===== src/common/ecl_settings.svh =====
`ifndef ECL_SETTINGS_SVH
`define ECL_SETTINGS_SVH

// general register width
`define ECL_GRLEN        64
`define ECL_RADDR_W      5

// unit opcode field widths
`define ECL_ALU_CODE_W   6
`define ECL_LSU_CODE_W   8
`define ECL_BRU_CODE_W   4

// register fields inside the instruction word
`define ECL_RD_LSB       0
`define ECL_RJ_LSB       5
`define ECL_RK_LSB       10

`endif


===== src/common/ecl_pkg.sv =====
`default_nettype none
`include "ecl_settings.svh"

package ecl_pkg;

   typedef enum logic [2:0] {unit_alu, unit_lsu, unit_bru, unit_mul, unit_none} unit_e;

   typedef enum logic [2:0] {
      mul_w, mulh_w, mulh_wu, mul_d, mulh_d, mulh_du, mulw_d_w, mulw_d_wu
   } mul_op_e;

   // operand source in the e stage
   typedef enum logic [1:0] {fwd_rf, fwd_m, fwd_w} fwd_sel_e;

   typedef struct packed {
      unit_e                        unit;
      logic [`ECL_ALU_CODE_W-1:0]   alu_code;
      logic [`ECL_LSU_CODE_W-1:0]   lsu_code;
      logic [`ECL_BRU_CODE_W-1:0]   bru_code;
      mul_op_e                      mul_op;
      logic                         rd_to_rj, rd_read, imm_b, pc_a;
      logic                         double_read, double_word;
   } dec_op_t;

   typedef struct packed {
      logic                         valid;
      logic [31:0]                  inst;
      logic [`ECL_GRLEN-1:0]        pc;
      dec_op_t                      op;
      logic                         rf_wen;
      logic [`ECL_RADDR_W-1:0]      rf_target;
      logic [`ECL_GRLEN-1:0]        imm, c, br_offs;
   } dec_in_t;

   // d-to-e pipeline state
   typedef struct packed {
      logic                         alu_valid, lsu_valid, bru_valid, mul_valid;
      logic [`ECL_ALU_CODE_W-1:0]   alu_op;
      logic [`ECL_LSU_CODE_W-1:0]   lsu_op;
      logic [`ECL_BRU_CODE_W-1:0]   bru_op;
      logic                         double_word;
      logic                         mul_signed, mul_double, mul_hi, mul_short;
      logic [`ECL_GRLEN-1:0]        a_d, b_d, imm, pc, br_offs, c;
      logic [`ECL_RADDR_W-1:0]      rs1, rs2;
      logic                         pc_a, imm_b, double_read;
      logic [`ECL_RADDR_W-1:0]      rf_target;
      logic                         alu_wen, mul_wen, lsu_wen;
   } issue_e_t;

   typedef struct packed {
      logic [`ECL_GRLEN-1:0]        a, b;
      logic [`ECL_ALU_CODE_W-1:0]   op;
      logic [`ECL_GRLEN-1:0]        c;
      logic                         double_word;
   } alu_req_t;

   typedef struct packed {
      logic                         valid;
      logic [`ECL_LSU_CODE_W-1:0]   op;
      logic [`ECL_GRLEN-1:0]        base, offset, wdata;
      logic [`ECL_RADDR_W-1:0]      rd;
      logic                         wen;
   } lsu_req_t;

   typedef struct packed {
      logic                         valid;
      logic [`ECL_BRU_CODE_W-1:0]   op;
      logic [`ECL_GRLEN-1:0]        a, b, pc, offset;
   } bru_req_t;

   typedef struct packed {
      logic [`ECL_GRLEN-1:0]        brpc;
      logic                         taken;
      logic [`ECL_GRLEN-1:0]        link_pc;
      logic                         wen;
   } bru_resp_t;

   typedef struct packed {
      logic                         valid;
      logic [`ECL_GRLEN-1:0]        a, b;
      logic                         signed_op, double_op, hi, short_op;
   } mul_req_t;

   typedef struct packed {
      logic [`ECL_GRLEN-1:0]        rdata;
      logic                         rdata_valid;
      logic [`ECL_RADDR_W-1:0]      rd;
      logic                         wen;
   } lsu_resp_t;

   // register write, m-stage forward and w-stage port
   typedef struct packed {
      logic [`ECL_GRLEN-1:0]        data;
      logic                         wen;
      logic [`ECL_RADDR_W-1:0]      rd;
   } wb_t;

endpackage

`default_nettype wire


===== src/bypass/ecl_issue_bypass.sv =====
`default_nettype none
`include "ecl_settings.svh"

module ecl_issue_bypass (
   input  ecl_pkg::issue_e_t issue,
   input  ecl_pkg::wb_t      fwd_m,
   input  ecl_pkg::wb_t      wb,
   output ecl_pkg::alu_req_t alu_req,
   output ecl_pkg::lsu_req_t lsu_req,
   output ecl_pkg::bru_req_t bru_req,
   output ecl_pkg::mul_req_t mul_req
);

   import ecl_pkg::*;

   fwd_sel_e              rs1_sel;
   fwd_sel_e              rs2_sel;
   fwd_sel_e              off_sel;
   logic [`ECL_GRLEN-1:0] rs1_val;
   logic [`ECL_GRLEN-1:0] rs2_val;
   logic [`ECL_GRLEN-1:0] off_val;
   logic [`ECL_GRLEN-1:0] lsu_offset;

   // youngest producer wins, m before w
   function automatic fwd_sel_e pick_src(
      input logic [`ECL_RADDR_W-1:0] rs,
      input logic                    keep_rf,
      input wb_t                     m,
      input wb_t                     w
   );
      fwd_sel_e sel;
      if (keep_rf) begin
         sel = fwd_rf;
      end else if (m.wen && (m.rd == rs)) begin
         sel = ecl_pkg::fwd_m;
      end else if (w.wen && (w.rd == rs)) begin
         sel = fwd_w;
      end else begin
         sel = fwd_rf;
      end
      return sel;
   endfunction

   function automatic logic [`ECL_GRLEN-1:0] pick_data(
      input fwd_sel_e              sel,
      input logic [`ECL_GRLEN-1:0] rf_val,
      input logic [`ECL_GRLEN-1:0] m_val,
      input logic [`ECL_GRLEN-1:0] w_val
   );
      logic [`ECL_GRLEN-1:0] val;
      case (sel)
         ecl_pkg::fwd_m: val = m_val;
         fwd_w:          val = w_val;
         default:        val = rf_val;
      endcase
      return val;
   endfunction

   // pc in a, imm in b are never replaced
   assign rs1_sel = pick_src(issue.rs1, issue.pc_a, fwd_m, wb);
   assign rs2_sel = pick_src(issue.rs2, issue.imm_b | issue.double_read, fwd_m, wb);
   assign off_sel = pick_src(issue.rs2, 1'b0, fwd_m, wb);

   assign rs1_val = pick_data(rs1_sel, issue.a_d, fwd_m.data, wb.data);
   assign rs2_val = pick_data(rs2_sel, issue.b_d, fwd_m.data, wb.data);
   assign off_val = pick_data(off_sel, issue.b_d, fwd_m.data, wb.data);

   // indexed address takes rk, else the immediate
   assign lsu_offset = issue.double_read ? off_val : issue.imm;

   assign alu_req = '{a: rs1_val, b: rs2_val, op: issue.alu_op, c: issue.c,
                      double_word: issue.double_word};

   assign lsu_req = '{valid: issue.lsu_valid, op: issue.lsu_op, base: rs1_val,
                      offset: lsu_offset, wdata: rs2_val, rd: issue.rf_target,
                      wen: issue.lsu_wen};

   assign bru_req = '{valid: issue.bru_valid, op: issue.bru_op, a: rs1_val, b: rs2_val,
                      pc: issue.pc, offset: issue.br_offs};

   assign mul_req = '{valid: issue.mul_valid, a: rs1_val, b: rs2_val,
                      signed_op: issue.mul_signed, double_op: issue.mul_double,
                      hi: issue.mul_hi, short_op: issue.mul_short};

endmodule

`default_nettype wire


===== src/dispatch/ecl_dispatch.sv =====
`default_nettype none
`include "ecl_settings.svh"

module ecl_dispatch (
   input  logic                    clk,
   input  logic                    reset,
   input  ecl_pkg::dec_in_t        dec,
   input  logic [`ECL_GRLEN-1:0]   rs1_data_d,
   input  logic [`ECL_GRLEN-1:0]   rs2_data_d,
   input  logic                    bru_taken_e,
   input  logic                    lsu_rdata_valid_m,
   output logic [`ECL_RADDR_W-1:0] rs1_addr_d,
   output logic [`ECL_RADDR_W-1:0] rs2_addr_d,
   output ecl_pkg::issue_e_t       issue,
   output logic                    br_taken,
   output logic                    stall_req
);

   import ecl_pkg::*;

   logic                    inst_vld_d;
   logic                    is_alu_d;
   logic                    is_lsu_d;
   logic                    is_mul_d;
   logic                    alu_disp_d;
   logic                    lsu_disp_d;
   logic                    bru_disp_d;
   logic                    mul_disp_d;
   logic [`ECL_RADDR_W-1:0] rd_d;
   logic [`ECL_RADDR_W-1:0] rj_d;
   logic [`ECL_RADDR_W-1:0] rk_d;
   logic                    imm_b_d;
   logic                    double_read_d;
   logic [`ECL_GRLEN-1:0]   a_d;
   logic [`ECL_GRLEN-1:0]   b_d;
   logic                    mul_signed_d;
   logic                    mul_double_d;
   logic                    mul_hi_d;
   logic                    mul_short_d;
   logic                    load_pend;

   // taken branch in e drops the instruction now in d
   assign br_taken   = issue.bru_valid & bru_taken_e;
   assign inst_vld_d = dec.valid & ~br_taken;

   assign is_alu_d = (dec.op.unit == unit_alu);
   assign is_lsu_d = (dec.op.unit == unit_lsu);
   assign is_mul_d = (dec.op.unit == unit_mul);

   // unit_none retires here, no strobe
   assign alu_disp_d = inst_vld_d & is_alu_d;
   assign lsu_disp_d = inst_vld_d & is_lsu_d;
   assign bru_disp_d = inst_vld_d & (dec.op.unit == unit_bru);
   assign mul_disp_d = inst_vld_d & is_mul_d;

   // register read ports
   assign rd_d = dec.inst[`ECL_RD_LSB +: `ECL_RADDR_W];
   assign rj_d = dec.inst[`ECL_RJ_LSB +: `ECL_RADDR_W];
   assign rk_d = dec.inst[`ECL_RK_LSB +: `ECL_RADDR_W];

   assign rs1_addr_d = dec.op.rd_to_rj ? rd_d : rj_d;
   assign rs2_addr_d = dec.op.rd_read ? rd_d : rk_d;

   // immediate b only for alu ops, indexed offset only for loads/stores
   assign imm_b_d       = dec.op.imm_b & is_alu_d;
   assign double_read_d = dec.op.double_read & is_lsu_d;

   assign a_d = dec.op.pc_a ? dec.pc : rs1_data_d;
   assign b_d = imm_b_d ? dec.imm : rs2_data_d;

   // multiplier flag table
   always_comb begin
      mul_signed_d = 1'b0;
      mul_double_d = 1'b0;
      mul_hi_d     = 1'b0;
      mul_short_d  = 1'b0;
      unique case (dec.op.mul_op)
         mul_w: begin
            mul_signed_d = 1'b1;
            mul_short_d  = 1'b1;
         end
         mulh_w: begin
            mul_signed_d = 1'b1;
            mul_hi_d     = 1'b1;
            mul_short_d  = 1'b1;
         end
         mulh_wu: begin
            mul_hi_d     = 1'b1;
            mul_short_d  = 1'b1;
         end
         mul_d: begin
            mul_signed_d = 1'b1;
            mul_double_d = 1'b1;
         end
         mulh_d: begin
            mul_signed_d = 1'b1;
            mul_double_d = 1'b1;
            mul_hi_d     = 1'b1;
         end
         mulh_du: begin
            mul_double_d = 1'b1;
            mul_hi_d     = 1'b1;
         end
         mulw_d_w: begin
            mul_signed_d = 1'b1;
         end
         mulw_d_wu: begin
            mul_signed_d = 1'b0;
         end
      endcase
   end

   // d to e
   always_ff @(posedge clk) begin
      if (reset) begin
         issue.alu_valid <= 1'b0;
         issue.lsu_valid <= 1'b0;
         issue.bru_valid <= 1'b0;
         issue.mul_valid <= 1'b0;
      end else begin
         issue.alu_valid <= alu_disp_d;
         issue.lsu_valid <= lsu_disp_d;
         issue.bru_valid <= bru_disp_d;
         issue.mul_valid <= mul_disp_d;
      end
      issue.alu_op      <= dec.op.alu_code;
      issue.lsu_op      <= dec.op.lsu_code;
      issue.bru_op      <= dec.op.bru_code;
      issue.double_word <= dec.op.double_word;
      issue.mul_signed  <= mul_signed_d;
      issue.mul_double  <= mul_double_d;
      issue.mul_hi      <= mul_hi_d;
      issue.mul_short   <= mul_short_d;
      issue.a_d         <= a_d;
      issue.b_d         <= b_d;
      issue.imm         <= dec.imm;
      issue.pc          <= dec.pc;
      issue.br_offs     <= dec.br_offs;
      issue.c           <= dec.c;
      issue.rs1         <= rs1_addr_d;
      issue.rs2         <= rs2_addr_d;
      issue.pc_a        <= dec.op.pc_a;
      issue.imm_b       <= imm_b_d;
      issue.double_read <= double_read_d;
      issue.rf_target   <= dec.rf_target;
      issue.alu_wen     <= dec.rf_wen & is_alu_d;
      issue.mul_wen     <= dec.rf_wen & is_mul_d;
      issue.lsu_wen     <= dec.rf_wen & is_lsu_d;
   end

   // outstanding load, set on dispatch, cleared once data returns
   always_ff @(posedge clk) begin
      if (reset) begin
         load_pend <= 1'b0;
      end else begin
         load_pend <= lsu_disp_d | (load_pend & ~lsu_rdata_valid_m);
      end
   end

   assign stall_req = lsu_disp_d | load_pend;

   // upstream must hold off while the load is in flight
   a_no_lsu_while_pending: assert property (
      @(posedge clk) disable iff (reset) load_pend |-> !lsu_disp_d);

endmodule

`default_nettype wire


===== src/source/ecl_top.sv =====
`default_nettype none
`include "ecl_settings.svh"

module ecl_top (
   input  logic                    clk,
   input  logic                    reset,

   // decode stage
   input  ecl_pkg::dec_in_t        dec,
   input  logic [`ECL_GRLEN-1:0]   rs1_data_d,
   input  logic [`ECL_GRLEN-1:0]   rs2_data_d,
   output logic [`ECL_RADDR_W-1:0] rs1_addr_d,
   output logic [`ECL_RADDR_W-1:0] rs2_addr_d,

   // alu
   output ecl_pkg::alu_req_t       alu_req,
   input  logic [`ECL_GRLEN-1:0]   alu_res_e,

   // lsu
   output ecl_pkg::lsu_req_t       lsu_req,
   input  ecl_pkg::lsu_resp_t      lsu_resp,

   // bru
   output ecl_pkg::bru_req_t       bru_req,
   input  ecl_pkg::bru_resp_t      bru_resp,

   // mul
   output ecl_pkg::mul_req_t       mul_req,
   input  logic [`ECL_GRLEN-1:0]   mul_res_m,

   // fetch side
   output logic                    stall_req,
   output logic [`ECL_GRLEN-1:0]   br_pc,
   output logic                    br_taken,

   // register file write port
   output ecl_pkg::wb_t            wb
);

   import ecl_pkg::*;

   issue_e_t issue;
   wb_t      fwd_m;

   // redirect target straight from the bru
   assign br_pc = bru_resp.brpc;

   ecl_dispatch i_ecl_dispatch (
      .clk               (clk),
      .reset             (reset),
      .dec               (dec),
      .rs1_data_d        (rs1_data_d),
      .rs2_data_d        (rs2_data_d),
      .bru_taken_e       (bru_resp.taken),
      .lsu_rdata_valid_m (lsu_resp.rdata_valid),
      .rs1_addr_d        (rs1_addr_d),
      .rs2_addr_d        (rs2_addr_d),
      .issue             (issue),
      .br_taken          (br_taken),
      .stall_req         (stall_req)
   );

   ecl_issue_bypass i_ecl_issue_bypass (
      .issue   (issue),
      .fwd_m   (fwd_m),
      .wb      (wb),
      .alu_req (alu_req),
      .lsu_req (lsu_req),
      .bru_req (bru_req),
      .mul_req (mul_req)
   );

   ecl_wb_arbiter i_ecl_wb_arbiter (
      .clk       (clk),
      .reset     (reset),
      .issue     (issue),
      .alu_res_e (alu_res_e),
      .bru_resp  (bru_resp),
      .mul_res_m (mul_res_m),
      .lsu_resp  (lsu_resp),
      .fwd_m     (fwd_m),
      .wb        (wb)
   );

endmodule

`default_nettype wire


===== src/writeback/ecl_wb_arbiter.sv =====
`default_nettype none
`include "ecl_settings.svh"

module ecl_wb_arbiter (
   input  logic                  clk,
   input  logic                  reset,
   input  ecl_pkg::issue_e_t     issue,
   input  logic [`ECL_GRLEN-1:0] alu_res_e,
   input  ecl_pkg::bru_resp_t    bru_resp,
   input  logic [`ECL_GRLEN-1:0] mul_res_m,
   input  ecl_pkg::lsu_resp_t    lsu_resp,
   output ecl_pkg::wb_t          fwd_m,
   output ecl_pkg::wb_t          wb
);

   logic [`ECL_GRLEN-1:0]   alu_res_m;
   logic [`ECL_GRLEN-1:0]   link_pc_m;
   logic [`ECL_RADDR_W-1:0] target_m;
   logic                    alu_wen_m;
   logic                    bru_wen_m;
   logic                    mul_valid_m;
   logic                    mul_wen_m;
   logic                    lsu_claim;
   logic                    bru_claim;
   logic                    mul_claim;

   // e to m
   always_ff @(posedge clk) begin
      if (reset) begin
         alu_wen_m   <= 1'b0;
         bru_wen_m   <= 1'b0;
         mul_valid_m <= 1'b0;
         mul_wen_m   <= 1'b0;
      end else begin
         alu_wen_m   <= issue.alu_valid & issue.alu_wen;
         bru_wen_m   <= issue.bru_valid & bru_resp.wen;
         mul_valid_m <= issue.mul_valid;
         mul_wen_m   <= issue.mul_valid & issue.mul_wen;
      end
      alu_res_m <= alu_res_e;
      link_pc_m <= bru_resp.link_pc;
      target_m  <= issue.rf_target;
   end

   // peer units claim the write port, alu result is the fallback
   assign lsu_claim = lsu_resp.rdata_valid;
   assign bru_claim = bru_wen_m;
   assign mul_claim = mul_valid_m;

   always_comb begin
      if (lsu_claim) begin
         fwd_m.data = lsu_resp.rdata;
      end else if (bru_claim) begin
         fwd_m.data = link_pc_m;
      end else if (mul_claim) begin
         fwd_m.data = mul_res_m;
      end else begin
         fwd_m.data = alu_res_m;
      end
      // a returning load may carry no write
      fwd_m.wen = alu_wen_m | (lsu_claim & lsu_resp.wen) | bru_claim | mul_wen_m;
      fwd_m.rd  = lsu_claim ? lsu_resp.rd : target_m;
   end

   // m to w, single register file write port
   always_ff @(posedge clk) begin
      if (reset) begin
         wb.wen <= 1'b0;
      end else begin
         wb.wen <= fwd_m.wen;
      end
      wb.data <= fwd_m.data;
      wb.rd   <= fwd_m.rd;
   end

   // load stall keeps the peers apart in m
   a_one_peer_claim: assert property (
      @(posedge clk) disable iff (reset) $onehot0({lsu_claim, bru_claim, mul_claim}));

endmodule

`default_nettype wire

===== config.mk =====
export PLATFORM = sky130hd
export DESIGN_NAME = ecl_top
export DESIGN_NICKNAME = d
export VERILOG_FILES = /design/src/common/ecl_pkg.sv /design/src/bypass/ecl_issue_bypass.sv /design/src/dispatch/ecl_dispatch.sv /design/src/source/ecl_top.sv /design/src/writeback/ecl_wb_arbiter.sv
export VERILOG_INCLUDE_DIRS = /design/src /design/src/common
export SDC_FILE = /design/constraint.sdc
export NUM_CORES = 1
export LEC_CHECK = 0
export BUFFER_PORTS_ARGS = -buffer_cell sky130_fd_sc_hd__buf_2
export CAP_MARGIN = 20
export CORE_AREA = 10 10 666 668
export DETAILED_ROUTE_END_ITERATION = 8
export DIE_AREA = 0 0 676 678
export GPL_TIMING_DRIVEN = 0
export SKIP_CTS_REPAIR_TIMING = 1
export SKIP_LAST_GASP = 1
export SYNTH_ARGS = -nofsm -noshare
export SYNTH_HDL_FRONTEND = slang
export SYNTH_SLANG_ARGS = --single-unit

===== constraint.sdc =====
create_clock -name clk -period 2.95 [get_ports clk]
set_input_delay 0.59 -clock clk [delete_from_list [all_inputs] [get_ports clk]]
set_output_delay 0.59 -clock clk [all_outputs]
set_load 0.02 [all_outputs]

==> summary.md, run 1 <==
| Metric | Value |
|---|---|
| Outcome | finished, violations left |
| Failing checks | setup timing |
| Synth-to-Final Area Change | 116% |
| PwrDens | 519 nW/µm² |
| Leak | 25.2 nW |
| Clk pin slew, worst setup/hold paths | 0.07 ns |
| H-tree depth | 3 |
| Most frequent CP cell | buf_6 |
| Area contributors post-synth | dfxtp_1, buf_4, mux2i_1, mux2_2, a221o_1 |
| Slew Viols, Final | 0 |
| Vias per Instance | 2.77 |
| Synth warn | 0 |
| Final setup vio count | 577 |
| VDD IR-drop max | 0.432 mV |
| Setup WS post-layout | -1.26 ns |
| Initial Util | 6.05% |
| Worst R2R Start | i_ecl_wb_arbiter.mul_claim |
| Hold EP | i_ecl_dispatch.issue[286] |
| Placement Cell Area | 43800 µm² |
| Die area | 458000 µm² |
| Sw frac | 33.8% |
| Placer Congestion | 0.858 |
| Clk pwr share | 40.2% |
| Worst skew pair latency | 0.88 ns |
| Synth async-reset ratio | 0% |
| RSZ-0062 raised after global routing | true |
| Most frequent cells in the layout | buf_2, dfxtp_1, dlygate4sd3_1 |
| Initial antenna violation count | 316 |
| FP Rows | 241 |
| Synthesized cell area | 26000 µm² |
| Final hold violations | 0 |
| Netlist cell types | 40 |
| Ys flop type | dfxtp_1 |
| Vias | 29700 |
| Final nets | 5586 |
| Critical path's slowest cell | a22o_4 |
| TritonCTS clock tree | done |
| Initial DRC count | 2402 |
| Cell taking the most area after synthesis | dfxtp_1 |
| Mapped Avg Cell Area | 10.8 µm² |
| Skew final | 0.0921 ns |
| Largest net degree at the start of global routing | 15 |
| Min-Delay Startpoint | rs2_data_d[9] |
| Critical Path End Type | primary output |
| Most common cell after layout, fill and taps aside | buf_2 |
| Syn Inst Count | 2409 |
| Sw power | 9.88 mW |
| First-pass GRT wire length | 404000 µm |
| Final wirelength | 362000 µm |
| Seq/Total Area, Yosys | 49.3% |
| Number of flops mapped to enable cells by yosys | 0 |
| WHS Path Cells | 2 |
| CTS buffer count | 93 |
| Core area | 430000 µm² |
| CTS sink cnt | 640 |
| Worst-margin pin slew | 1.14 ns |
| Chip width | 676 µm |
| Wire per inst | 33.9 µm |
| Flop2flop setup slack | 0.73 ns |
| Worst Hold Class | in -> reg |
| Critical R2R Capture | i_ecl_wb_arbiter.wb[59] |
| GRT Total Usage | 14.5% |
| Reg power frac | 32.5% |
| Layout cells sized above 1 | 63.8% |
| Dpl ws | -2.30 ns |
| CP Cell Sequence | mux2i_4 > xnor2_2 > nor4_4 > buf_6 > nand2_8 > buf_12 > buf_12 > buf_6 > mux2i_4 > a22o_4 > buf_6 > buf_4 |
| Flop and latch count out of synthesis | 640 |
| Remaining DRCs | 0 |
| Final-layout fill cell count | 48800 |
| Vias in the first global route | 25700 |
| Path depth of the worst reg2reg path | 7 |
| WP data arrival | 3.62 ns |
| Combinational share of power | 27.3% |
| 1st-pass router iterations | 5 |
| Ports | 1730 |
| Antenna viol nets, final | 0 |
| Max-cap viol count | 0 |
| Worst EP required | 2.36 ns |
| IO Port Bufs | 1647 |
| Slew headroom | 23.8% |
| WS Path Type | reg -> out |
| Clock Tree Buf Depth | 4 |
| Setup crit start kind | flip-flop |
| Fin util | 13.1% |
| Int Pwr | 19.4 mW |
| Die Y | 678 µm |
| Critical path's largest stage delay | 0.37 ns |
| Period utilisation layout | 143% |
| Clock root buffer | clkbuf_16 |
| FF/Latch Area | 12800 µm² |
| Multi-input logic area | 9340 µm² |
| Fmax | 237 MHz |
| Detail Placement HPWL | 319000 µm |
| Remaining Overflow, GRT | 0 |
| Worst-path fanout max | 10 |
| Final design area excluding fillers | 56300 µm² |
| Yosys top cell area share | 49.3% |
| Min cycle time layout | 4.21 ns |
| Post-Syn Nets | 3193 |
registers in the layout, summed over array words and instances, names as in the netlist:
name	cells
i_ecl_dispatch.load_pend	1
i_ecl_wb_arbiter.mul_claim	1
i_ecl_wb_arbiter.bru_claim	1
i_ecl_dispatch.issue	432
i_ecl_wb_arbiter.alu_wen_m	1
i_ecl_wb_arbiter.link_pc_m	64
i_ecl_wb_arbiter.target_m	5
i_ecl_wb_arbiter.wb	70
i_ecl_wb_arbiter.mul_wen_m	1
i_ecl_wb_arbiter.alu_res_m	64
worst max-delay path: cells and delay by family (launching register included):
family,cells,cell delay (ns)
DFF,1,0.32
muxes,2,0.62
and+or+nand+nor,2,0.35
AOI/OAI and AO/OA,1,0.37
xor gates and xnor gates,1,0.12
buffers and inverters,6,0.95
cell usage after synthesis, types with 2 or more instances:
| master | instances |
|---|---|
| buf_4 | 674 |
| xor2_1 | 10 |
| nor3b_1 | 2 |
| buf_6 | 6 |
| xnor2_1 | 11 |
| inv_1 | 70 |
| mux2_2 | 138 |
| nand4_1 | 2 |
| buf_2 | 14 |
| or3b_2 | 2 |
| nor3_1 | 3 |
| mux2i_1 | 196 |
| o21ai_0 | 64 |
| nand2b_1 | 5 |
| nand2_1 | 132 |
| a21bo_2 | 4 |
| nor2_1 | 73 |
| buf_1 | 13 |
| mux2i_2 | 2 |
| a22o_1 | 64 |
| clkbuf_1 | 75 |
| nor4b_1 | 2 |
| a221o_1 | 64 |
| a21bo_1 | 60 |
| a22oi_1 | 64 |
| and2_1 | 3 |
| dfxtp_1 | 640 |
| a21oi_1 | 4 |
layer usage:
| metal | vias to the layer above | global-route usage (%) | part of all wire [%] |
|---|---|---|---|
| li1 | 12400 | - | - |
| met1 | 14200 | 14.5 | 33 |
| met2 | 2217 | 26.8 | 51 |
| met3 | 704 | 7.26 | 12 |
| met4 | 144 | 3.59 | 3.7 |
| met5 | - | 0 | 0.25 |
worst max path at each step:
stage	cells after the start	endpoint	start
2_1_floorplan	9	bru_req[187]	lsu_resp[6]
3_3_place_gp	10	bru_req[180]	i_ecl_wb_arbiter.bru_claim
3_5_place_dp	12	bru_req[189]	lsu_resp[6]
4_1_cts	12	bru_req[189]	i_ecl_wb_arbiter.wb[3]
5_1_grt	12	bru_req[130]	i_ecl_wb_arbiter.target_m[3]
6_report	12	mul_req[46]	i_ecl_wb_arbiter.target_m[3]
metrics by stage:
step	TNS (ns)	std cells	hold slack, ns	total power [mW]
after floorplan	-22.38	2409	0.332	12.8
after global placement	-2201.34	9766	0.351	16.4
after detailed placement	-819.22	9801	0.349	16.5
after CTS	-1203.52	9962	-0.294	28.5
after global routing	-673.48	10600	-0.00801	30.3
final	-607.39	10700	0.00952	29.2
layout make-up:
type / instances / share of cell area, %
Antenna cell: 120 / 0.534
Buffer: 781 / 12.9
Clock buffer: 112 / 4.46
Clock inverter: 49 / 0.987
Inverter: 70 / 0.467
Multi-Input combinational cell: 917 / 16.6
Sequential cell: 640 / 22.8
Tap cell: 5710 / 12.7
Timing Repair Buffer: 2299 / 28.6
kinds of logic after synthesis:
kind of cell              share of synthesized area [%]
muxes                                              13.6
AOI/OAI and AO/OA                                  10.4
and+or+nand+nor                                    3.76
buffers and inverters                              22.3
xor gates and xnor gates                          0.707
DFF                                                49.3
power groups by stage:
stage               registers, mW  logic, mW  clock network, mW
finish                       9.50       7.97               11.8
global route                 9.54       8.37               12.4
CTS                          9.46       6.85               12.2
detailed placement           9.64       6.83                  0
global placement             9.64       6.76                  0
floorplan                    9.63       3.22                  0
(Power assumes the default switching activity.)
==> run 2: changes to the inputs <==
Settings changed: MAX_ROUTING_LAYER set to met4.
==> run 2 against run 1 <==
Effect of this change:
- largest power group unchanged
- cell count increased by 0.64%
- sequential cell count unchanged
- core utilization down 0.11 points
- critical path depth decreased by 1
- the flow still finishes with violations (setup timing)
- setup slack improved by 0.033 ns
- register-to-register slack got worse by 0.20 ns
- global-route usage is 0.42 points higher
- first-iteration DRC count decreased by 7.7%
- non-clock buffer count up 18
- power rose by 0.71%
- via count fell by 1.3%
- die area unchanged
==> summary.md, run 2 (same netlist as run 1, synthesis figures left out) <==
| Metric | Value |
|---|---|
| H-tree depth | 3 |
| Remaining Overflow, GRT | 0 |
| Final-layout fill cell count | 48600 |
| Max-cap viol count | 0 |
| Cell Count, Final, Fillers Out | 10800 |
| Antenna viol nets, final | 0 |
| Clock Tree Buf Depth | 4 |
| Leak | 25.0 nW |
| Final wirelength | 360000 µm |
| Wire per inst | 33.4 µm |
| VDD IR-drop max | 0.413 mV |
| Largest net degree at the start of global routing | 14 |
| Worst EP required | 2.36 ns |
| CTS sink cnt | 640 |
| First-pass GRT wire length | 403000 µm |
| WP data arrival | 3.59 ns |
| Reg with most FFs | i_ecl_dispatch.issue |
| WS Path Type | reg -> out |
| Worst Hold Class | in -> reg |
| Die Y | 678 µm |
| IO Port Bufs | 1647 |
| Largest regs | i_ecl_dispatch.issue (432), i_ecl_wb_arbiter.wb (70) |
| Placer Congestion | 0.866 |
| Vias in the first global route | 25600 |
| Final setup vio count | 577 |
| CTS buffer count | 94 |
| Worst-path fanout max | 10 |
| TritonCTS clock tree | done |
| Worst skew pair latency | 0.83 ns |
| Remaining DRCs | 0 |
| Clock root buffer | clkbuf_16 |
| Failing checks | setup timing |
| Max reg flops | 432 |
| Die area | 458000 µm² |
| Chip width | 676 µm |
| Most frequent cells in the layout | buf_2, dfxtp_1, dlygate4sd3_1 |
| Total power | 29.4 mW |
| Dpl ws | -2.29 ns |
| Clk pin slew, worst setup/hold paths | 0.06 ns |
| Initial DRC count | 2217 |
| Setup WS post-layout | -1.23 ns |
| Critical Path End Type | primary output |
| Slew Viols, Final | 0 |
| Synth-to-Final Area Change | 115% |
| Final hold violations | 0 |
| Outcome | finished, violations left |
| Detail Placement HPWL | 319000 µm |
| Period utilisation layout | 142% |
| Min cycle time layout | 4.18 ns |
| Vias | 29300 |
| Placed insts | 9800 |
| Setup crit start kind | flip-flop |
| GRT Total Usage | 15.0% |
| Vias per Instance | 2.72 |
| Layout cells sized above 1 | 63.1% |
| Setup TNS | -611.71 ns |
| Worst hold slack | 0.0335 ns |
| Fmax | 239 MHz |
| Initial Util | 6.05% |
| FP Rows | 241 |
| PwrDens | 527 nW/µm² |
| Most common cell after layout, fill and taps aside | buf_2 |
| Ports | 1730 |
| RSZ-0062 raised after global routing | true |
| Initial antenna violation count | 300 |
| Core area | 430000 µm² |
| Worst-margin pin slew | 1.17 ns |
| 1st-pass router iterations | 5 |
| Slew headroom | 22.0% |
| Skew final | 0.0522 ns |
| Final nets | 5605 |
run 2: worst max-delay path, stage by stage (launching register included):
cell and delay, ns:
dfxtp_1 0.35, xor2_1 0.15, nor4_1 0.28, and3_2 0.32
buf_12 0.20, buf_12 0.13, clkbuf_2 0.23, nand2_1 0.09
mux2i_2 0.30, a22o_2 0.28, buf_4 0.13, buf_2 0.29
run 2: stage by stage:
step	instance area, µm²	utilization, %
2_1_floorplan	27800	-
3_3_place_gp	43200	10.0
3_5_place_dp	43800	10.2
4_1_cts	46900	10.9
5_1_grt	55800	13.0
6_report	55800	13.0
run 2: area by class of cell:
cell class / instances / area [µm²] / area share (%)
clock inverters: 58 / 672 / 1.20
repair buffers: 2316 / 15800 / 28.3
multi-input cells: 917 / 9140 / 16.4
plain buffers: 782 / 7100 / 12.7
flip-flops and latches: 640 / 12800 / 23.0
diodes: 164 / 410 / 0.735
well taps: 5710 / 7140 / 12.8
clock buffers: 110 / 2470 / 4.43
inverters: 70 / 263 / 0.471
run 2: final timing paths:
| kind | start | endpoint | slack (ns) | cells after the start |
|---|---|---|---|---|
| min | lsu_resp[1] | i_ecl_wb_arbiter.wb[0] | 0.03 | 3 |
| max | i_ecl_wb_arbiter.wb[1] | mul_req[15] | -1.23 | 11 |
| min reg2reg | i_ecl_dispatch.issue[3] | i_ecl_wb_arbiter.target_m[0] | 0.36 | 0 |
| max reg2reg | i_ecl_wb_arbiter.mul_claim | i_ecl_wb_arbiter.wb[27] | 0.53 | 8 |
run 2: layer usage:
layer  track usage (%)  up-vias  part of all wire, %
li1                  -    12600                    -
met1              14.6    14100                   34
met2              26.9     2060                   51
met3              7.10      568                   12
met4              3.07        0                  3.7
met5                 -        -                    0
run 2: report_power, final:
group          switching (mW)  internal [mW]
clock                    5.08           6.94
combinational            4.59           3.34
sequential              0.302           9.18
total                    9.97           19.5
